File: src/hw/tcb_pkg.sv
/* TCB bus protocol definitions
   request and response words and the transfer size encoding */

package tcb_pkg;

  //////////////////////////////////////////////////////////////////////
  // bus geometry
  //////////////////////////////////////////////////////////////////////

  // data bus width
  localparam int unsigned DBW = 32;
  // address width
  localparam int unsigned ABW = 32;
  // byte lanes per data word
  localparam int unsigned BEW = DBW / 8;

  //////////////////////////////////////////////////////////////////////
  // transfer size, log2 of the byte count
  //////////////////////////////////////////////////////////////////////

  typedef logic [1:0] tcb_siz_t;

  localparam tcb_siz_t SIZ_BYTE = 2'd0;
  localparam tcb_siz_t SIZ_HALF = 2'd1;
  localparam tcb_siz_t SIZ_WORD = 2'd2;

  // request, one cycle strobe, no handshake
  typedef struct packed {
    logic           trn;  // transfer strobe
    logic           wen;  // write enable
    logic           uns;  // unsigned read
    tcb_siz_t       siz;
    logic [ABW-1:0] adr;
    logic [DBW-1:0] wdt;
  } tcb_req_t;

  // response, one strobe per transfer
  typedef struct packed {
    logic           vld;
    logic           err;  // misaligned access
    logic [DBW-1:0] rdt;
  } tcb_rsp_t;

endpackage

File: src/hw/mem_pkg.sv
/* memory internals
   decoded access word and read tracking tag */

package mem_pkg;

  import tcb_pkg::*;

  // byte offset bits within a word
  localparam int unsigned OFW = $clog2(BEW);
  // word row index bits before folding into the array
  localparam int unsigned RWW = ABW - OFW;

  //////////////////////////////////////////////////////////////////////
  // decode output, consumed by array
  //////////////////////////////////////////////////////////////////////

  typedef struct packed {
    logic           vld;
    logic           wen;
    logic           err;
    logic [RWW-1:0] row;  // word index, already folded
    logic [BEW-1:0] ben;  // lane enables, zero on error
    logic [DBW-1:0] wdt;  // data placed on its lanes
    logic [OFW-1:0] off;
    tcb_siz_t       siz;
    logic           uns;
  } mem_acc_t;

  // per transfer tag, travels with the read word
  typedef struct packed {
    logic           vld;
    logic           err;
    logic [OFW-1:0] off;
    tcb_siz_t       siz;
    logic           uns;
  } mem_rtag_t;

endpackage

File: src/hw/tcb_mem_result.sv
/* TCB memory response stage
   read delay line, byte realignment, sign or zero extension */

`timescale 1ns/100ps

module tcb_mem_result
  import tcb_pkg::*;
  import mem_pkg::*;
#(
  int unsigned DLY = 2
)(
  input  logic           tcb,
  input  logic           rst_n,
  input  logic [DBW-1:0] rdw,
  input  mem_rtag_t      rtag,
  output tcb_rsp_t       rsp
);

  //////////////////////////////////////////////////////////////////////
  // delay line
  //////////////////////////////////////////////////////////////////////

  // stage 0 is the array register, the rest are local
  logic [DBW-1:0] stg_rdw [DLY];
  mem_rtag_t      stg_tag [DLY];

  assign stg_rdw[0] = rdw;
  assign stg_tag[0] = rtag;

  // no stages at all for DLY of 1
  for (genvar d = 1; d < DLY; d++) begin : g_stg
    always_ff @(posedge tcb) begin
      if (!rst_n) begin
        stg_tag[d].vld <= 1'b0;
      end else begin
        stg_tag[d] <= stg_tag[d-1];
      end
      stg_rdw[d] <= stg_rdw[d-1];
    end
  end

  //////////////////////////////////////////////////////////////////////
  // realign and extend
  //////////////////////////////////////////////////////////////////////

  mem_rtag_t      tag;
  logic [DBW-1:0] shf;
  logic [DBW-1:0] ext;
  logic           sgn;

  assign tag = stg_tag[DLY-1];

  // addressed byte down to lane 0
  assign shf = stg_rdw[DLY-1] >> {tag.off, 3'b000};

  // sign extension only for signed reads
  assign sgn = ~tag.uns;

  always_comb begin
    case (tag.siz)
      SIZ_BYTE: ext = {{(DBW-8){sgn & shf[7]}}, shf[7:0]};
      SIZ_HALF: ext = {{(DBW-16){sgn & shf[15]}}, shf[15:0]};
      // full word passes as is
      default:  ext = shf;
    endcase
  end

  //////////////////////////////////////////////////////////////////////
  // response
  //////////////////////////////////////////////////////////////////////

  always_comb begin
    rsp.vld = tag.vld;
    // stale tag fields while idle, hence the gating
    rsp.err = tag.vld & tag.err;
    rsp.rdt = (tag.vld && !tag.err) ? ext : '0;
  end

endmodule

File: config.mk
export PLATFORM = sky130hd
export DESIGN_NAME = tcb_mem_result
export DESIGN_NICKNAME = d
export VERILOG_FILES = /design/src/hw/tcb_pkg.sv /design/src/hw/mem_pkg.sv /design/src/hw/tcb_mem_result.sv
export SDC_FILE = /design/constraint.sdc
export NUM_CORES = 1
export LEC_CHECK = 0
export ABC_CLOCK_PERIOD_IN_PS = 1900
export BUFFER_PORTS_ARGS = -buffer_cell sky130_fd_sc_hd__buf_2
export CAP_MARGIN = 30
export CORE_ASPECT_RATIO = 0.7
export CORE_MARGIN = 5
export CORE_UTILIZATION = 46
export DETAILED_ROUTE_END_ITERATION = 10
export PLACE_DENSITY = 0.88
export SYNTH_ARGS = -nofsm -noshare
export SYNTH_HDL_FRONTEND = slang
export SYNTH_SLANG_ARGS = --single-unit
File: constraint.sdc
create_clock -name tcb -period 1.9 [get_ports tcb]
set_input_delay 0.475 -clock tcb [delete_from_list [all_inputs] [get_ports tcb]]
set_output_delay 0.475 -clock tcb [all_outputs]
set_load 0.05 [all_outputs]
=== Word-level counts from Yosys, hierarchy flattened ===
Cells that the tools add are included.

* Bits in registers: 39
* Input bits: 41
* Output and inout port bits: 34
* Word-level logic and storage cells: 17

* Eq/ne operators: 1
* Shift-type cells: 1
* Multiplexer cells: 2
* Bitwise logic cells: 4
* Reductions and logical operators: 3

{| class="wikitable"
|+ Operator list
! kind !! count
|-
| $pmux 32 s2 || 1
|-
| $mux 32 || 1
|-
| $shr 32x5->32 || 1
|-
| $and 1x1->1 || 3
|-
| $eq 2x1->1 const B || 1
|-
| $logic_not 2->1 || 1
|-
| $logic_and 1x1->1 || 1
|-
| $logic_not 1->1 || 1
|-
| $not 1->1 || 1
|}

=== Longest topological paths before layout ===
Gate-level depths: netlist (run 1).

* Word-level depth: 4
* Gate-level depth with buffers: 6
* Mapped depth without buffers: 4

=== Least setup slack after synthesis (run 1) ===
Ideal clock, no wire load.

* Kind: register to output
* Start: reg stg_tag[5] (netlist bit)
* End: out rsp[24] (netlist bit)
* Arrival time: 2230 ps
* Required time: 1425 ps
* Path slack: -805 ps
* Cell stages (with the launch flop): 6
* Buffers on the path: 1
* Cells stage by stage: edfxtp_1 nand2b_1 clkbuf_1 nor3b_2 nand2_1 o21ai_0

{| class="wikitable"
|+ RTL lines
! what !! line !! source
|-
| start, declared || tcb_mem_result.sv:25 || <nowiki>mem_rtag_t stg_tag [DLY];</nowiki>
|-
| start signal, assigned by index || tcb_mem_result.sv:36 || <nowiki>stg_tag[d] <= stg_tag[d-1];</nowiki>
|-
| end, declared || tcb_mem_result.sv:16 || <nowiki>output tcb_rsp_t rsp</nowiki>
|}

==> results.cfg, run 1 <==
[run_status]
status = finished, violations left
violations = negative setup slack

[logic_synthesis]
syn_nets = 193
synthDistinctLibCells = 25
synthTopCellsByArea = dfxtp_1, edfxtp_1, mux2i_1
synthAdderAreaFrac = 0
syn_avg_cell_area_sq_um = 10.69
synth_top_family_by_area = compound AO/OA/AOI/OAI gates
yosys_register_bits = 39
synth_xor_area_frac = 0
yosys_warnings = 0
ys_seq_area_frac = 0.5173
yosysTopAreaCell = dfxtp_1
synth_compound_area_frac = 0.1901
synth_top_area_share = 0.4065
muxShareOfSynthArea = 0.1278
synth_area_sq_mm = 0.001625
yosys.area_share.simple = 0.1201
syn-instance-count = 152

[timing]
worst_slew_pin_slew_ps = 457.1
drv_slew = 0
fmaxAchievable_mhz = 393.4
maxSlewHeadroom = 0.6865
period_minus_slack_ps = 2542
fin_hold_ws_ps = 259.7
rsz0062_at_grt = yes
setup_violations = 32
hold_viol = 0
fin_crit_sh = 1.338
fin_ws_ps = -641.7

[global_route]
met1_usage = 0.2649
grt_pass1_vias = 1723
grt_busiest_layer = met2
grt_max_degree = 17
gr-usage-all-layers = 0.2467
grt_pass1_wl_microns = 8445
grt_util_met3 = 0.07982
grt_use_met2 = 0.4152
antenna_found_initial = 0
grt_overflow = 0

[placement]
hpwl_microns = 3661
place_area_sq_mm = 0.002490
globalplace.congestion = 0.8263
dp_cells = 298
io_buffers = 74

[job]
drv_cap = 0

[floorplanning]
dieHeight_microns = 59.73
die_width_microns = 81.05
ios = 75
die_area_sq_mm = 0.004841
coreArea_sq_mm = 0.003468
fp-row-count = 18
start_util = 0.4686

[power_and_ir_drop]
p_per_area_mw_per_mm2 = 718.8
comb_power_share = 0.272
netSwitchingFraction = 0.3115
p_sw_uw = 678.6
p_seq_frac = 0.427
clockPowerShare = 0.301
internal_power_mw = 1.500
p_leak_nw = 1.319
ir_worst_vdd_v = 0.0006510

[cts]
cts_made_buffers = 5
cts_root_buf = clkbuf_8
cts.sinks = 39
htree_levels = 2
clkTransAtPathRegs_ps = 80
cts_tree = built
cts.path.max_buffers = 2

[route]
first_iter_violations = 110
viasPerCell = 5.376
drc = 0
wl_microns = 6328
dr.pass1.iters = 4
dr_total_vias = 1672
drtAntennaViolNets = 0
wl_per_cell_microns = 20.35

[setup_path]
crit_path_start_kind = flip-flop
crit_type = reg -> out
critPathMaxFanout = 8
path_cells = mux2i_4 > mux2_4 > o21ai_4 > and3_2 > buf_6
required_ps = 1420
crit_path_start = stg_tag[4]$_DFFE_PP_
critical_path_arrival_ps = 2070
max_stage_delay_ps = 490
endpoint_kind = output port
cp_slowest_cell = edfxtp_1

[finish]
antenna_cells = 0
finish.instance_area_sq_mm = 0.003030
syn_to_final_growth_pct = 86.45
n_fill_cell = 181
nNetsFinal = 301
utilization = 0.8737
final_common_cell = buf_2
final_cell_mix = buf_2, buf_6, dfxtp_1, buf_4, mux2i_1
fin_cells = 311
drive_gt1_frac = 0.6705

[min_path]
hp-start = rdw[25]
hold_class = in -> reg
-- power groups by stage --
stage               Sequential (mW)  Clock (mW)  Combinational, mW
detailed placement            0.940           0              0.453
global placement              0.939           0              0.443
finish                        0.931       0.656              0.591
floorplan                     0.931           0              0.310
CTS                           0.926       0.655              0.534
global route                  0.934       0.694              0.618
-- state kept, by name, summed over array words and instances (netlist names) --
name / cells
stg_rdw: 32
rsp: 1
stg_tag: 6
-- Yosys cell counts --
library cell  number
clkbuf_1           2
buf_4              3
nor3b_2            1
o211ai_1           1
mux2_4             1
mux2i_1           17
o21ai_4            1
a211oi_1          14
o21ai_0           22
mux2i_4            1
buf_6              2
and3_1             8
o21ai_2            2
o211ai_2           1
nand3b_1           2
nor2b_1            9
nor3_1             1
nor2_1             2
nand2_1            8
dfxtp_1           33
a21oi_1            8
buf_2              4
and2_1             2
nand2b_1           1
edfxtp_1           6
-- cell families (layout without fill, tap and decap cells) --
family	after synthesis	after routing
compound gates	49	49
buf+inv	11	120
flops	39	39
mux	19	19
simple gates	34	34
-- worst max-delay path, delay by kind of cell (launching register included) --
| kind | cells | cell delay [ps] |
|---|---|---|
| AO/OA/AOI/OAI | 1 | 280 |
| AND/OR/NAND/NOR | 1 | 270 |
| buffers and inverters | 1 | 160 |
| multiplexers | 2 | 550 |
| flip-flops | 1 | 490 |
-- worst paths after layout --
| check | endpoint | depth (start not counted) |
|---|---|---|
| min | stg_rdw[25]$_DFF_P_ | 1 |
| max | rsp[14] | 5 |
-- final cells by class --
class	instances	area [sq um]	area share
multi-input cells	102	1055	0.3481
repair buffers	112	968.4	0.3196
flip-flops and latches	39	840.8	0.2775
clock buffers	7	97.59	0.03220
well taps	50	62.56	0.02064
clock inverters	1	6.256	0.002064
-- through the flow --
step | TNS [ps] | worst slack [ps] | power [mW]
3_5_place_dp | -7291 | -307.4 | 1.393
2_1_floorplan | -4241 | -241.4 | 1.241
5_1_grt | -18750 | -677.6 | 2.245
6_report | -17500 | -641.7 | 2.178
4_1_cts | -15550 | -566.5 | 2.114
3_3_place_gp | -6502 | -291.4 | 1.382
-- metal layers --
metal  share of wire  wire length (microns)
met4           0.035                    221
met1            0.38                   2398
met5               0                      0
met2            0.52                   3274
met3           0.069                    434
-- timing repair --
action,CTS,global route
setup endpoints to repair,32,32
pin swaps,4,7
buffers inserted,3,4
resized for setup,80,23
cloned,2,1
hold buffers,0,0
(Power assumes the default switching activity.)
==> run 2: changes to the inputs <==
--- a/config.mk
+++ b/config.mk
@@ -9,10 +9,10 @@
 export BUFFER_PORTS_ARGS = -buffer_cell sky130_fd_sc_hd__buf_2
 export CAP_MARGIN = 30
 export CORE_ASPECT_RATIO = 0.7
-export CORE_MARGIN = 5
 export CORE_UTILIZATION = 46
 export DETAILED_ROUTE_END_ITERATION = 10
-export PLACE_DENSITY = 0.88
+export PLACE_DENSITY_LB_ADDON = 0.25
+export RECOVER_POWER = 25
 export SYNTH_ARGS = -nofsm -noshare
 export SYNTH_HDL_FRONTEND = slang
 export SYNTH_SLANG_ARGS = --single-unit
==> run 2 against run 1 <==
- area after synthesis unchanged
- synthesized cell count stayed put
- the flow now stops in 5_1_grt
==> results.cfg, run 2 <==
[floorplanning]
ios = 75
dieHeight_microns = 51.73
start_util = 0.4994
die_width_microns = 73.05
fp-row-count = 17

[logic_synthesis]
synth_top_area_share = 0.4065
yosysTopAreaCell = dfxtp_1
ys_seq_area_frac = 0.5173
yosys_warnings = 0
synth_area_sq_mm = 0.001625
yosys_register_bits = 39
yosysMostFrequentCell = dfxtp_1
synthTopCellsByArea = dfxtp_1, edfxtp_1, mux2i_1
syn_nets = 193
synth_edf_count = 6
syn-instance-count = 152
async_reset_ff_frac = 0
synth-main-ff-cell = dfxtp_1
synth_top_cells_by_count = dfxtp_1, o21ai_0, mux2i_1
synthDistinctLibCells = 25
syn_avg_cell_area_sq_um = 10.69

[placement]
io_buffers = 74
hpwl_microns = 3517
globalplace.congestion = 0.8451

[run_status]
first-error = [ERROR DPL-0038] Utilization greater than 100%, impossible to legalize
haltStage = 5_1_grt
status = did not finish

[timing]
worstEndpointType = top-level output
crit_endpoint = rsp[22]

[global_route]
grt_max_degree = 17

[cts]
cts_root_buf = clkbuf_8
cts_made_buffers = 5
cts.path.max_buffers = 2
htree_levels = 2
cts_hold_repair.buffers = 0
cts.sinks = 39
-- run 2: logic make-up after synthesis --
kind of cell	count (synthesis)	share of synthesized area
multiplexers	19	0.1278
AND/OR/NAND/NOR	34	0.1201
flip-flops	39	0.5173
buffers and inverters	11	0.04465
AO/OA/AOI/OAI	49	0.1902
-- run 2: per-stage QoR --
stage	instances	setup slack, ps	setup TNS (ps)	util	instance area (sq um)
CTS	309	-554.6	-15460	0.9596	3123
global placement	288	-270.8	-6664	0.7478	2434
detailed placement	288	-319.6	-8080	0.7478	2434
floorplan	152	-241.4	-4241	-	1909
-- run 2: what timing repair did --
action / 4_1_cts
setup buffers: 11
pin swaps: 4
cloned: 2
gates resized for setup: 112
setup endpoints to repair: 32
==> run 3: changes to the inputs <==
--- a/config.mk
+++ b/config.mk
@@ -8,10 +8,9 @@
 export ABC_CLOCK_PERIOD_IN_PS = 1900
 export BUFFER_PORTS_ARGS = -buffer_cell sky130_fd_sc_hd__buf_2
 export CAP_MARGIN = 30
-export CORE_ASPECT_RATIO = 0.7
-export CORE_UTILIZATION = 46
+export CORE_UTILIZATION = 40
 export DETAILED_ROUTE_END_ITERATION = 10
-export PLACE_DENSITY_LB_ADDON = 0.25
+export PLACE_DENSITY_LB_ADDON = 0.15
 export RECOVER_POWER = 25
 export SYNTH_ARGS = -nofsm -noshare
 export SYNTH_HDL_FRONTEND = slang
==> run 3 against run 2 <==
- the flow now finishes, with violations (negative setup slack)
==> results.cfg, run 3 (same netlist as run 1, synthesis figures left out) <==
[run_status]
status = finished, violations left
violations = negative setup slack

[finish]
final_cell_mix = buf_2, buf_6, dfxtp_1, buf_4, o21ai_4
largest_reg_flops = 32
final_common_cell = buf_2
register_area_sq_um = 840.8
antenna_cells = 0
n_fill_cell = 199
utilization = 0.8268
multi_input_area_sq_mm = 0.001099
fin_cells = 312
top_register = stg_rdw
syn_to_final_growth_pct = 91.84
drive_gt1_frac = 0.6894
nNetsFinal = 304

[floorplanning]
fp-row-count = 22
start_util = 0.4310
coreArea_sq_mm = 0.003771
die_width_microns = 65.75
die_area_sq_mm = 0.004322
dieHeight_microns = 65.75
ios = 75

[timing]
fin_ws_ps = -606.2
worst_slew_pin_slew_ps = 341.0
setup_violations = 32
fin_hold_ws_ps = 273.3
fin_setup_tns_ps = -16290
drv_slew = 0
fin_crit_sh = 1.319
period_minus_slack_ps = 2506
fmaxAchievable_mhz = 399.0
rsz0062_at_grt = yes
hold_viol = 0
maxSlewHeadroom = 0.7682

[global_route]
grt_overflow = 0
grt_busiest_layer = met2
antenna_found_initial = 0
grt_pass1_vias = 1685
grt_use_met2 = 0.4847
grt_max_degree = 25
grt_util_met3 = 0.06771
grt_pass1_wl_microns = 8390
met1_usage = 0.2894
gr-usage-all-layers = 0.2714

[cts]
cts.sinks = 39
cts_root_buf = clkbuf_8
clkTransAtPathRegs_ps = 80
cts_tree = built
cts.path.max_buffers = 2
cts_made_buffers = 5
htree_levels = 2

[route]
first_iter_violations = 118
drc = 0
wl_microns = 5639
dr.pass1.iters = 4
viasPerCell = 5.192
wl_per_cell_microns = 18.07
dr_total_vias = 1620
drtAntennaViolNets = 0

[placement]
io_buffers = 74
hpwl_microns = 3431
dp_cells = 292
globalplace.congestion = 0.8035

[power_and_ir_drop]
ir_worst_vdd_v = 0.0006146
p_total_mw = 2.091
p_leak_nw = 1.318
p_per_area_mw_per_mm2 = 670.6

[setup_path]
cp_slowest_cell = edfxtp_1
path_cells = mux2i_4 > mux2_4 > o21ai_4 > buf_6 > and3_4 > buf_8
critical_path_arrival_ps = 2030
crit_type = reg -> out
max_stage_delay_ps = 520
endpoint_kind = output port
critPathMaxFanout = 4
crit_path_start_kind = flip-flop
required_ps = 1420

[min_path]
hold_class = in -> reg
hold_depth = 1
hold_end = stg_rdw[12]$_DFF_P_
hp-start = rdw[12]

[job]
drv_cap = 0
-- run 3: per-layer routing --
layer  wire (microns)  up-vias
met2             3072       61
li1                 -      768
met1             2151      777
met4              138        0
met5                0        -
met3              277       14
-- run 3: what timing repair did --
item	in CTS	in global routing
setup endpoints to repair	32	32
gates cloned	1	1
buffers inserted	8	4
pin swaps	4	7
hold buffers	0	0
gates resized for setup	111	12
-- run 3: per-stage QoR --
| stage | cell area [sq um] | worst slack [ps] |
|---|---|---|
| CTS | 3055 | -571.3 |
| global placement | 2457 | -307.4 |
| detailed placement | 2457 | -352.5 |
| finish | 3118 | -606.2 |
| global route | 3118 | -673.6 |
| floorplan | 1909 | -241.4 |
-- run 3: area by class of cell --
type	instances	area share
clock inverters	3	0.006421
multi-input cells	102	0.3523
flip-flops and latches	39	0.2697
clock buffers	5	0.02207
well taps	48	0.01926
repair buffers	115	0.3303
-- run 3: worst max-delay path, delay by kind of cell, from the launching register on --
kind | cells | cell delay [ps]
compound gates | 1 | 170
buf+inv | 2 | 280
flops | 1 | 520
mux | 2 | 560
simple gates | 1 | 190
-- run 3: worst max-delay path by stage --
stage	end	cells after the start	slack [ps]	startpoint
floorplan	rsp[21]	6	-240	stg_tag[4]$_DFFE_PP_
global placement	rsp[9]	5	-310	stg_tag[4]$_DFFE_PP_
detailed placement	rsp[15]	5	-350	stg_tag[4]$_DFFE_PP_
CTS	rsp[9]	6	-570	stg_tag[4]$_DFFE_PP_
global route	rsp[23]	6	-670	stg_tag[4]$_DFFE_PP_
finish	rsp[11]	6	-610	stg_tag[4]$_DFFE_PP_
-- run 3: where the power goes --
part           switching [mW]  internal [mW]
Combinational           0.315          0.286
Clock                   0.305          0.256
Sequential             0.0420          0.887
Total                   0.662           1.43
