## src/hw/tcb_pkg.sv

```systemverilog
/* TCB bus protocol definitions
   request and response words and the transfer size encoding */

package tcb_pkg;

  //////////////////////////////////////////////////////////////////////
  // bus geometry
  //////////////////////////////////////////////////////////////////////

  // data bus width
  localparam int unsigned DBW = 32;
  // address width
  localparam int unsigned ABW = 32;
  // byte lanes per data word
  localparam int unsigned BEW = DBW / 8;

  //////////////////////////////////////////////////////////////////////
  // transfer size, log2 of the byte count
  //////////////////////////////////////////////////////////////////////

  typedef logic [1:0] tcb_siz_t;

  localparam tcb_siz_t SIZ_BYTE = 2'd0;
  localparam tcb_siz_t SIZ_HALF = 2'd1;
  localparam tcb_siz_t SIZ_WORD = 2'd2;

  // request, one cycle strobe, no handshake
  typedef struct packed {
    logic           trn;  // transfer strobe
    logic           wen;  // write enable
    logic           uns;  // unsigned read
    tcb_siz_t       siz;
    logic [ABW-1:0] adr;
    logic [DBW-1:0] wdt;
  } tcb_req_t;

  // response, one strobe per transfer
  typedef struct packed {
    logic           vld;
    logic           err;  // misaligned access
    logic [DBW-1:0] rdt;
  } tcb_rsp_t;

endpackage

```

## src/hw/mem_pkg.sv

```systemverilog
/* memory internals
   decoded access word and read tracking tag */

package mem_pkg;

  import tcb_pkg::*;

  // byte offset bits within a word
  localparam int unsigned OFW = $clog2(BEW);
  // word row index bits before folding into the array
  localparam int unsigned RWW = ABW - OFW;

  //////////////////////////////////////////////////////////////////////
  // decode output, consumed by array
  //////////////////////////////////////////////////////////////////////

  typedef struct packed {
    logic           vld;
    logic           wen;
    logic           err;
    logic [RWW-1:0] row;  // word index, already folded
    logic [BEW-1:0] ben;  // lane enables, zero on error
    logic [DBW-1:0] wdt;  // data placed on its lanes
    logic [OFW-1:0] off;
    tcb_siz_t       siz;
    logic           uns;
  } mem_acc_t;

  // per transfer tag, travels with the read word
  typedef struct packed {
    logic           vld;
    logic           err;
    logic [OFW-1:0] off;
    tcb_siz_t       siz;
    logic           uns;
  } mem_rtag_t;

endpackage

```

## src/hw/tcb_mem_decode.sv

```systemverilog
/* TCB memory request decoder
   lane enables, lane placed write data, row index and alignment check */

`timescale 1ns/100ps

module tcb_mem_decode
  import tcb_pkg::*;
  import mem_pkg::*;
#(
  int unsigned SZ = 1024
)(
  input  tcb_req_t req,
  output mem_acc_t acc
);

  // words in the array
  localparam int unsigned RWN = SZ / BEW;

  //////////////////////////////////////////////////////////////////////
  // local signals
  //////////////////////////////////////////////////////////////////////

  logic [OFW-1:0]      off;
  // index of the last byte inside the transfer
  logic [OFW-1:0]      lst;
  logic                mis;
  logic                bad;
  logic [BEW-1:0]      ben;
  logic [BEW-1:0][7:0] req_byt;
  logic [BEW-1:0][7:0] lan_byt;

  assign off     = req.adr[OFW-1:0];
  assign req_byt = req.wdt;

  // byte count minus one, 0/1/3
  assign lst = OFW'((1 << req.siz) - 1);

  // low address bits inside the transfer must be zero
  assign mis = |(off & lst);
  // sizes wider than the bus are refused as well
  assign bad = int'(req.siz) > OFW;

  //////////////////////////////////////////////////////////////////////
  // lane mapping
  //////////////////////////////////////////////////////////////////////

  always_comb begin
    for (int b = 0; b < BEW; b++) begin
      // lane is hit when its bits above the size match the offset
      ben[b]     = ((OFW'(b) ^ off) & ~lst) == '0;
      // replicate so every hit lane holds its own byte
      lan_byt[b] = req_byt[OFW'(b) & lst];
    end
  end

  //////////////////////////////////////////////////////////////////////
  // decoded access
  //////////////////////////////////////////////////////////////////////

  always_comb begin
    acc.vld = req.trn;
    acc.wen = req.wen;
    acc.err = mis | bad;
    // fold into the array, address wraps at SZ
    acc.row = req.adr[ABW-1:OFW] & RWW'(RWN - 1);
    // nothing gets written on an error
    acc.ben = (mis | bad) ? '0 : ben;
    acc.wdt = lan_byt;
    acc.off = off;
    acc.siz = req.siz;
    acc.uns = req.uns;
  end

endmodule

```

## config.mk

```make
export PLATFORM = sky130hd
export DESIGN_NAME = tcb_mem_decode
export DESIGN_NICKNAME = d
export VERILOG_FILES = /design/src/hw/tcb_pkg.sv /design/src/hw/mem_pkg.sv /design/src/hw/tcb_mem_decode.sv
export SDC_FILE = /design/constraint.sdc
export NUM_CORES = 1
export LEC_CHECK = 0
export BUFFER_PORTS_ARGS = -buffer_cell sky130_fd_sc_hd__buf_2
export CORE_MARGIN = 2
export CORE_UTILIZATION = 31
export DETAILED_ROUTE_END_ITERATION = 12
export PLACE_DENSITY = 0.9
export SLEW_MARGIN = 5
export SYNTH_ARGS = -nofsm -noshare
export SYNTH_HDL_FRONTEND = slang
export SYNTH_SLANG_ARGS = --single-unit
export TNS_END_PERCENT = 30
```

## constraint.sdc

```tcl
create_clock -name vclk -period 2.9
set_input_delay 0.435 -clock vclk [all_inputs]
set_output_delay 0.435 -clock vclk [all_outputs]
set_load 0.05 [all_outputs]
```

# Yosys cells after proc, flatten, opt, wreduce, memory -nomap -nowiden
# Index checks and enable logic that the tools add are counted.
[totals]
reg_bits = 0
word_cells = 28
output_inout_bits = 74
[classes]
muxes = 7
shifts = 1
add_sub_neg = 1
magnitude_cmp = 4
bitwise_logic = 10
reduce_logical = 5
[op_table]
columns = ["op", "count"]
rows = [
  ["8-bit 2-to-1 mux", 5],
  ["8-bit binary-select mux with 2-bit select", 1],
  ["2-bit bitwise AND", 5],
  ["2-bit zero test", 4],
  ["2-bit by 3-bit less-than comparator with 1-bit output, second input constant", 2],
  ["4-bit 2-to-1 mux", 1],
  ["2-bit NOT", 2],
  ["1-bit by 3-bit less-than comparator with 1-bit output, second input constant", 1],
  ["2-bit > comparator, second input constant", 1],
  ["1-bit NOT", 2],
  ["2-bit OR reduction", 1],
  ["1-bit by 2-bit left shift with 2-bit output, first input constant", 1],
  ["2-bit subtractor, second input constant", 1],
  ["1-bit bitwise OR", 1],
]

# Depth between registers and ports, before layout
# Gate-level depths: netlist (run 1).
[logic_depth]
word_depth = 6
ltp_mapped = 5

# Least setup slack after synthesis (run 1)
# No wires, ideal clock.
[synth_path]
kind = "input -> output"
from = "input port req[65] in the netlist's numbering"
to = "output port acc[37] in the netlist's numbering"
path_stages = 3
setup_slack_ns = 0.504
t_arrival_ns = 1.961
required_time_ns = 2.465
cell_sequence = "buf_4 > buf_2 > a211oi_1"
[synth_rtl]
columns = ["item", "line_no", "source"]
rows = [
  ["from (decl)", "tcb_mem_decode.sv:12", "input tcb_req_t req,"],
  ["to (decl)", "tcb_mem_decode.sv:13", "output mem_acc_t acc"],
]

==> impl_metrics.csv, run 1 <==
group,metric,value,unit
cells_and_area,drive_above_1_share,61.4,%
floorplanning,row_count,18,
place,place_area,947,um2
worst_setup_path,crit_top_cell,"buf_2",
cells_and_area,finalNetCount,224,
floorplanning,dieArea,3130,um2
min_path,hold_end,"acc[0]",
global_route,antenna_found_initial,0,
yosys,syn_area,836,um2
place,dp_slack,0.754,ns
global_route,grt_pass1_vias,637,
sta,max_clock_freq,0.464,GHz
cells_and_area,register_area,0,um2
place,port_buffers,77,
sta,setup_slack,0.746,ns
cells_and_area,diodes,0,
yosys,synth.area.top_cells,"buf_4, mux2_2, mux2i_1",
global_route,track_usage,10.4,%
yosys,syn_inst,107,
worst_setup_path,cp_cell_sequence,"buf_2 -> or3b_1 -> a21oi_1 -> buf_2",
detailed_routing,first_iter_violations,37,
global_route,grt_max_degree,36,
power,pwr_density_cell,354,nW/um2
yosys,syn_area_per_cell,7.81,um2
sta,hold_viol_final,0,
sta,period_share,74.3,%
worst_setup_path,critPathMaxFanout,35,
worst_setup_path,critPathTopFamily,"buffers and inverters",
worst_setup_path,cp-start-kind,"primary input",
min_path,whs_path_depth,0,
yosys,synth.distinct_cells,22,
sta,tightestPinTransition,0.621,ns
global_route,grt_pass1_wl,2790,um
min_path,holdCritPathClass,"primary input to output pin",
yosys,ys_top_cells_by_count,"buf_4, mux2_2, mux2i_1, nand2_1, o21ai_1",
sta,slew_headroom,58.6,%
detailed_routing,wl_per_cell,10.5,um
sta,setup_tns,0,ns
floorplanning,die_w,55.9,um
sta,maxSlewViolCount,0,
detailed_routing,wl,1930,um
detailed_routing,num_vias,793,
worst_setup_path,worst-path-buf-inv,2,
job,max_cap_viol_count,0,
floorplanning,start_util,33.1,%
worst_setup_path,required,2.47,ns
worst_setup_path,critical_path.endpoint_type,"output pin",
worst_setup_path,path_class,"primary input to output pin",
place,gp_congestion,0.750,
worst_setup_path,crit_arrival,1.72,ns
global_route,grt_overflow,0,
floorplanning,io_pins,143,
yosys,yosysTopAreaCellShare,42.2,%
cells_and_area,fin_area,947,um2
sta,period_minus_slack,2.15,ns
sta,setup_viol,0,
worst_setup_path,slowest_stage,"buf_2",
power,p_leak,0.000560,uW
clock_network,ctsHoldBuffers,0,
run_status,status,"finished clean",
detailed_routing,ant_nets,0,
yosys,yosysWarnings,0,
worst_setup_path,slowest_delay,0.49,ns
cells_and_area,seq_cell_count,0,
min_path,hp-start,"req[66]",
yosys,ys_seq_area_share,0,%
sta,rsz0062_at_grt,"false",
detailed_routing,drc,0,
cells_and_area,nClkBuffers,0,
place,dpl.hpwl,1580,um
yosys,yosysTopAreaCell,"buf_4",
yosys,synth_most_common_cell,"buf_4",
clock_network,post-cts-setup-buffer-count,0,
detailed_routing,dr.pass1.iters,4,
cells_and_area,syn2layout_area_growth,13.3,%
power,total_power,336,uW
power,ir_worst_vdd,0.000235,V
floorplanning,fp.dieH,55.9,um
clock_network,post_cts_resized,0,
floorplanning,core,2520,um2
detailed_routing,vias_per_cell,4.33,
-- cell type report --
| class | instances | area, um2 |
|---|---|---|
| Fill cell | 283 | 1580 |
| Inverter | 1 | 3.75 |
| Multi-Input combinational cell | 75 | 520 |
| Tap cell | 30 | 37.5 |
| Timing Repair Buffer | 77 | 385 |
-- cell families (layout without fill, tap and decap cells) --
kind of cell / after synthesis / in the layout / share of synthesized area, %
buffers and inverters: 53 / 78 / 47.2
muxes: 24 / 24 / 31.1
AOI/OAI and AO/OA: 15 / 15 / 11.2
and+or+nand+nor: 13 / 13 / 8.98
other: 1 / 22 / 0.449
xor gates and xnor gates: 1 / 1 / 1.05
-- layout by cell type (no fill, tap or decap), drive strengths merged --
master	count
mux2	16
o22a	1
nor4bb	1
xor2	1
o21a	1
nor2	1
or3b	1
o211a	1
nor4b	1
a311o	1
nand2	8
conb	22
o21ai	9
a211oi	1
buf	77
mux2i	8
a21oi	1
nand2b	1
inv	1
-- worst max path at each step --
| stage | depth (start not counted) | to | start | slack [ns] |
|---|---|---|---|---|
| floorplan | 3 | acc[37] | req[65] | 0.50 |
| global placement | 4 | acc[39] | req[65] | 0.77 |
| detailed placement | 4 | acc[39] | req[65] | 0.75 |
| CTS | 4 | acc[39] | req[65] | 0.75 |
| global route | 4 | acc[40] | req[65] | 0.63 |
| finish | 4 | acc[39] | req[65] | 0.75 |
-- power by group --
group	leakage, uW	internal, uW	switching [uW]
Combinational	0.000560	74.5	261
Sequential	0	0	0
Clock	0	0	0
-- per-stage QoR --
| step | instances | hold slack [ns] | utilization [%] |
|---|---|---|---|
| after floorplan | 128 | 1.04 | - |
| after global placement | 183 | 0.870 | 37.5 |
| after detailed placement | 183 | 0.870 | 37.5 |
| after CTS | 183 | 0.870 | 37.5 |
| after global routing | 183 | 0.870 | 37.5 |
| final | 183 | 0.870 | 37.5 |
-- layer usage --
layer,track usage [%],share of wire (%),wire [um]
met4,1.36,0.99,19
met1,12.6,39,746
met3,0.233,10,197
met2,20.6,50,963
met5,0,0,0
Power figures use the tool's default switching activity.
==> run 2, diff against run 1 <==
--- a/config.mk
+++ b/config.mk
@@ -5,11 +5,12 @@
 export SDC_FILE = /design/constraint.sdc
 export NUM_CORES = 1
 export LEC_CHECK = 0
+export ABC_AREA = 1
 export BUFFER_PORTS_ARGS = -buffer_cell sky130_fd_sc_hd__buf_2
 export CORE_MARGIN = 2
-export CORE_UTILIZATION = 31
+export CORE_UTILIZATION = 25
 export DETAILED_ROUTE_END_ITERATION = 12
-export PLACE_DENSITY = 0.9
+export PLACE_DENSITY = 0.79
 export SLEW_MARGIN = 5
 export SYNTH_ARGS = -nofsm -noshare
 export SYNTH_HDL_FRONTEND = slang
==> constraint.sdc (replaced) <==
create_clock -name vclk -period 1.8
set_input_delay 0.27 -clock vclk [all_inputs]
set_output_delay 0.27 -clock vclk [all_outputs]
set_load 0.05 [all_outputs]
==> run 2 against run 1 <==
First-iteration DRC count is 35% lower. Final cell count rose by 35%. Highest routed layer unchanged. Die area grew 18%. Design area grew 5.4%. Count of clock-buffer cells in the layout stayed put. Worst setup slack lost 0.41 ns. Worst hold slack worse by 0.33 ns. Flip-flop and latch count unchanged. Synthesized cell count increased by 38%. Global-route usage fell by 0.57 points. Total power is 65% higher.
==> impl_metrics.csv, run 2 <==
group,metric,value,unit
worst_setup_path,crit_arrival,1.20,ns
yosys,synth_most_common_cell,"buf_4",
yosys,yosysWarnings,0,
detailed_routing,ant_nets,0,
min_path,hp-start,"req[41]",
cells_and_area,final_common_cell,"buf_2",
worst_setup_path,required,1.53,ns
worst_setup_path,path_class,"primary input to output pin",
cells_and_area,register_area,0,um2
cells_and_area,final_core_util,32.7,%
sta,setup_tns,0,ns
floorplanning,io_pins,143,
detailed_routing,wl_per_cell,8.26,um
detailed_routing,num_vias,912,
global_route,grt_max_degree,16,
cells_and_area,diodes,0,
run_status,status,"finished clean",
global_route,track_usage,9.81,%
yosys,syn_area_per_cell,5.44,um2
yosys,synth_mux_area_share,0,%
detailed_routing,wl,2040,um
yosys,yosysTopAreaCellShare,43.8,%
job,max_cap_viol_count,0,
min_path,whs_path_depth,0,
cells_and_area,nClkBuffers,0,
power,total_power,555,uW
sta,hold_viol_final,0,
yosys,synth_compound_area_share,7.30,%
global_route,grt_pass1_vias,686,
yosys,synth-xor-area-share,0,%
detailed_routing,first_iter_violations,24,
worst_setup_path,critical_path.endpoint_type,"output pin",
sta,max_clock_freq,0.681,GHz
floorplanning,fp.dieH,60.8,um
yosys,ys_top_cells_by_count,"buf_4, nand2_1, inv_1",
cells_and_area,final.fill_count,361,
power,p_leak,0.000696,uW
sta,rsz0062_at_grt,"false",
detailed_routing,vias_per_cell,3.69,
min_path,holdCritPathClass,"primary input to output pin",
sta,period_share,81.6,%
clock_network,ctsHoldBuffers,0,
yosys,yosysTopAreaCell,"buf_4",
yosys,syn_area,806,um2
sta,setup_viol,0,
detailed_routing,dr.pass1.iters,4,
yosys,synthAdderAreaFrac,0,%
cells_and_area,syn2layout_area_growth,23.9,%
worst_setup_path,cp-start-kind,"primary input",
clock_network,post_cts_resized,0,
floorplanning,die_w,60.8,um
place,port_buffers,77,
cells_and_area,finalNetCount,274,
power,ir_worst_vdd,0.000210,V
cells_and_area,drive_above_1_share,42.9,%
yosys,synth_top_family_by_area,"buffers and inverters",
place,dpl.hpwl,1830,um
floorplanning,core,3050,um2
detailed_routing,drc,0,
place,gp_congestion,0.641,
global_route,antenna_found_initial,0,
global_route,grt_pass1_wl,2880,um
floorplanning,dieArea,3690,um2
min_path,hold_end,"acc[48]",
yosys,synth.distinct_cells,15,
sta,period_minus_slack,1.47,ns
yosys,syn_inst,148,
cells_and_area,seq_cell_count,0,
yosys,synth.area.top_cells,"buf_4, nand2_1, inv_1",
floorplanning,start_util,26.4,%
yosys,synth-simple-area-share,38.7,%
clock_network,post-cts-setup-buffer-count,0,
power,pwr_density_cell,556,nW/um2
worst_setup_path,critPathMaxFanout,10,
sta,maxSlewViolCount,0,
yosys,ys_seq_area_share,0,%
global_route,grt_overflow,0,
cells_and_area,layout_common_cells,"buf_2, nand2_1, conb_1",
floorplanning,row_count,20,
[run 2: per-stage QoR]
step	setup slack [ns]	hold WS, ns	std cells	area (um2)
2_1_floorplan	-0.112	0.707	169	885
3_3_place_gp	0.312	0.540	247	998
3_5_place_dp	0.309	0.540	247	998
4_1_cts	0.303	0.540	247	998
5_1_grt	0.210	0.540	247	998
6_report	0.332	0.540	247	998
[run 2: worst max-delay path, cell delays in order]
cell,delay (ns)
buf_2,0.16
inv_2,0.16
nand2_4,0.12
nand2_1,0.09
nand3_1,0.07
nand2_1,0.06
buf_2,0.25
[run 2: worst max-delay path by stage]
stage	cells past startpoint	slack, ns	from	to
after floorplan	3	-0.11	req[65]	acc[21]
after global placement	7	0.31	req[65]	acc[34]
after detailed placement	6	0.31	req[65]	acc[38]
after CTS	6	0.30	req[65]	acc[38]
after global routing	6	0.21	req[65]	acc[38]
final	7	0.33	req[65]	acc[34]
[run 2: cells by family (layout without fill, tap and decap cells)]
| kind of cell | after synthesis | in the layout |
|---|---|---|
| other cells | 1 | 22 |
| compound gates | 11 | 11 |
| simple gates | 70 | 70 |
| buf+inv | 66 | 100 |
[run 2: cell type report]
class                      count  area [um2]  share of cell area, %
timing repair buffer          82         423                   42.4
tap                           44        55.1                   5.51
inverter                      18        67.6                   6.77
multi-input combinational    103         453                   45.4
[run 2: metal layers]
| metal | GRT usage, % | vias to the layer above | routed length [um] |
|---|---|---|---|
| met3 | 0 | 2 | 179 |
| li1 | - | 487 | - |
| met4 | 0.621 | 0 | 2 |
| met5 | 0 | - | 0 |
| met1 | 11.9 | 368 | 815 |
| met2 | 20.0 | 55 | 1040 |
[run 2: report_power, final]
group	switching, uW	internal (uW)
Sequential	0	0
Clock	0	0
Combinational	442	113
Total	442	113
==> run 3, diff against run 2 <==
==> constraint.sdc (replaced) <==
create_clock -name vclk -period 1.3
set_input_delay 0.195 -clock vclk [all_inputs]
set_output_delay 0.195 -clock vclk [all_outputs]
set_load 0.05 [all_outputs]
==> run 3 against run 2 <==
Critical path depth shrank 1. Utilization grew 2.2 points. Worst hold slack got worse by 0.15 ns. Design area is 6.8% higher. Sequential share of layout area is the same. Total power is 45% higher. Worst setup slack got worse by 0.27 ns. Combinational power is 45% higher. Die area stayed put. Flip-flop and latch count stayed put. Via count rose by 6.5%. Critical path type unchanged. Largest cell class is now buffers.
==> impl_metrics.csv, run 3 (synthesis results as in run 2) <==
group,metric,value,unit
run_status,status,"finished clean",
place,port_buffers,77,
cells_and_area,final.fill_count,369,
floorplanning,start_util,26.4,%
floorplanning,core,3050,um2
cells_and_area,fin_area,1070,um2
global_route,grt_pass1_vias,716,
cells_and_area,diodes,0,
cells_and_area,drive_above_1_share,46.3,%
worst_setup_path,required,1.11,ns
cells_and_area,nClkBuffers,0,
sta,setup_slack,0.0657,ns
min_path,hp-start,"req[41]",
cells_and_area,finalNetCount,276,
cells_and_area,layout_common_cells,"buf_2, nand2_1, conb_1",
floorplanning,row_count,20,
detailed_routing,wl,2150,um
sta,period_share,94.9,%
clock_network,post-cts-setup-buffer-count,0,
min_path,whs_path_depth,0,
cells_and_area,seq_cell_count,0,
sta,hold_viol_final,0,
detailed_routing,dr.pass1.iters,4,
global_route,grt_overflow,0,
power,power_frac_comb,100.0,%
place,place_area,1040,um2
power,p_switching,624,uW
worst_setup_path,cp-start-kind,"primary input",
detailed_routing,ant_nets,0,
worst_setup_path,critical_path.endpoint_type,"output pin",
worst_setup_path,critPathMaxFanout,11,
power,swShare,77.6,%
cells_and_area,register_area,0,um2
power,power.share.sequential,0,%
floorplanning,dieArea,3690,um2
floorplanning,io_pins,143,
power,pwr_density_cell,754,nW/um2
worst_setup_path,crit_arrival,1.04,ns
min_path,holdCritPathClass,"primary input to output pin",
global_route,antenna_found_initial,0,
floorplanning,die_w,60.8,um
power,ir_worst_vdd,0.000199,V
cells_and_area,syn2layout_area_growth,32.3,%
sta,maxSlewViolCount,0,
global_route,track_usage,9.81,%
detailed_routing,first_iter_violations,19,
cells_and_area,final_core_util,34.9,%
detailed_routing,drc,0,
cells_and_area,multi_input_area,470,um2
detailed_routing,vias_per_cell,3.90,
power,p_clk_share,0,%
detailed_routing,wl_per_cell,8.61,um
place,dp_slack,0.000365,ns
place,dpl.hpwl,1880,um
global_route,grt_pass1_wl,2920,um
place,gp_congestion,0.664,
cells_and_area,final_common_cell,"buf_2",
worst_setup_path,critPathLaunch,"req[65]",
power,intPower,180,uW
sta,max_clock_freq,0.810,GHz
detailed_routing,num_vias,971,
floorplanning,fp.dieH,60.8,um
min_path,hold_end,"acc[48]",
sta,setup_viol,0,
power,p_leak,0.000717,uW
global_route,grt_max_degree,19,
sta,period_minus_slack,1.23,ns
job,max_cap_viol_count,0,
worst_setup_path,path_class,"primary input to output pin",
==> run 3: changes by cell type in the layout (fill, tap and decap cells not counted), sizes merged <==
| cell | change |
|---|---|
| clkbuf | +2 |
==> run 3: cell type report <==
type,count,area share [%]
repair buffers,84,44.4
multi-input cells,103,44.1
inverters,18,6.34
well taps,44,5.16
==> run 3: worst max-delay path by stage <==
stage               depth (start not counted)       to  slack (ns)
finish                                      6  acc[37]        0.07
floorplan                                   2  acc[24]       -0.31
global route                                6  acc[39]      -0.008
CTS                                         6  acc[40]     0.00008
detailed placement                          6  acc[40]      0.0004
global placement                            6  acc[38]        0.02
==> run 3: worst max-delay path, cell delays in order <==
cell and delay [ns]:
buf_2 0.14, buf_12 0.14, o21ai_2 0.11, nand3_2 0.14, nor2_2 0.11, buf_4 0.20
==> run 3: what timing repair did <==
action                                  in CTS  in global routing
endpoints found under the hold margin        0                  0
hold buffers                                 0                  0
resized for setup                            0                 12
endpoints found under the setup margin       0                  6
==> run 3: per-stage QoR <==
stage	std cells	setup TNS [ns]	total power, uW	hold WS, ns
final	249	0	804	0.390
after global routing	249	-0.0137	852	0.390
after CTS	249	0	794	0.390
after detailed placement	249	0	793	0.390
after global placement	249	0	787	0.390
after floorplan	169	-2.17	781	0.557
==> run 3: layer usage <==
layer  global-route usage [%]  part of all wire, %  wire length, um  vias up
met5                        0                    0                0        -
li1                         -                    -                -      492
met3                    0.853                   10              218        0
met2                     19.0                   50             1060       60
met4                    0.311                    0                0        0
met1                     12.3                   40              864      419
==> run 3: power groups by stage <==
stage                     clock network, uW  logic, uW  registers, uW
after global placement                    0        787              0
after global routing                      0        852              0
after detailed placement                  0        793              0
final                                     0        804              0
after CTS                                 0        794              0
after floorplan                           0        781              0
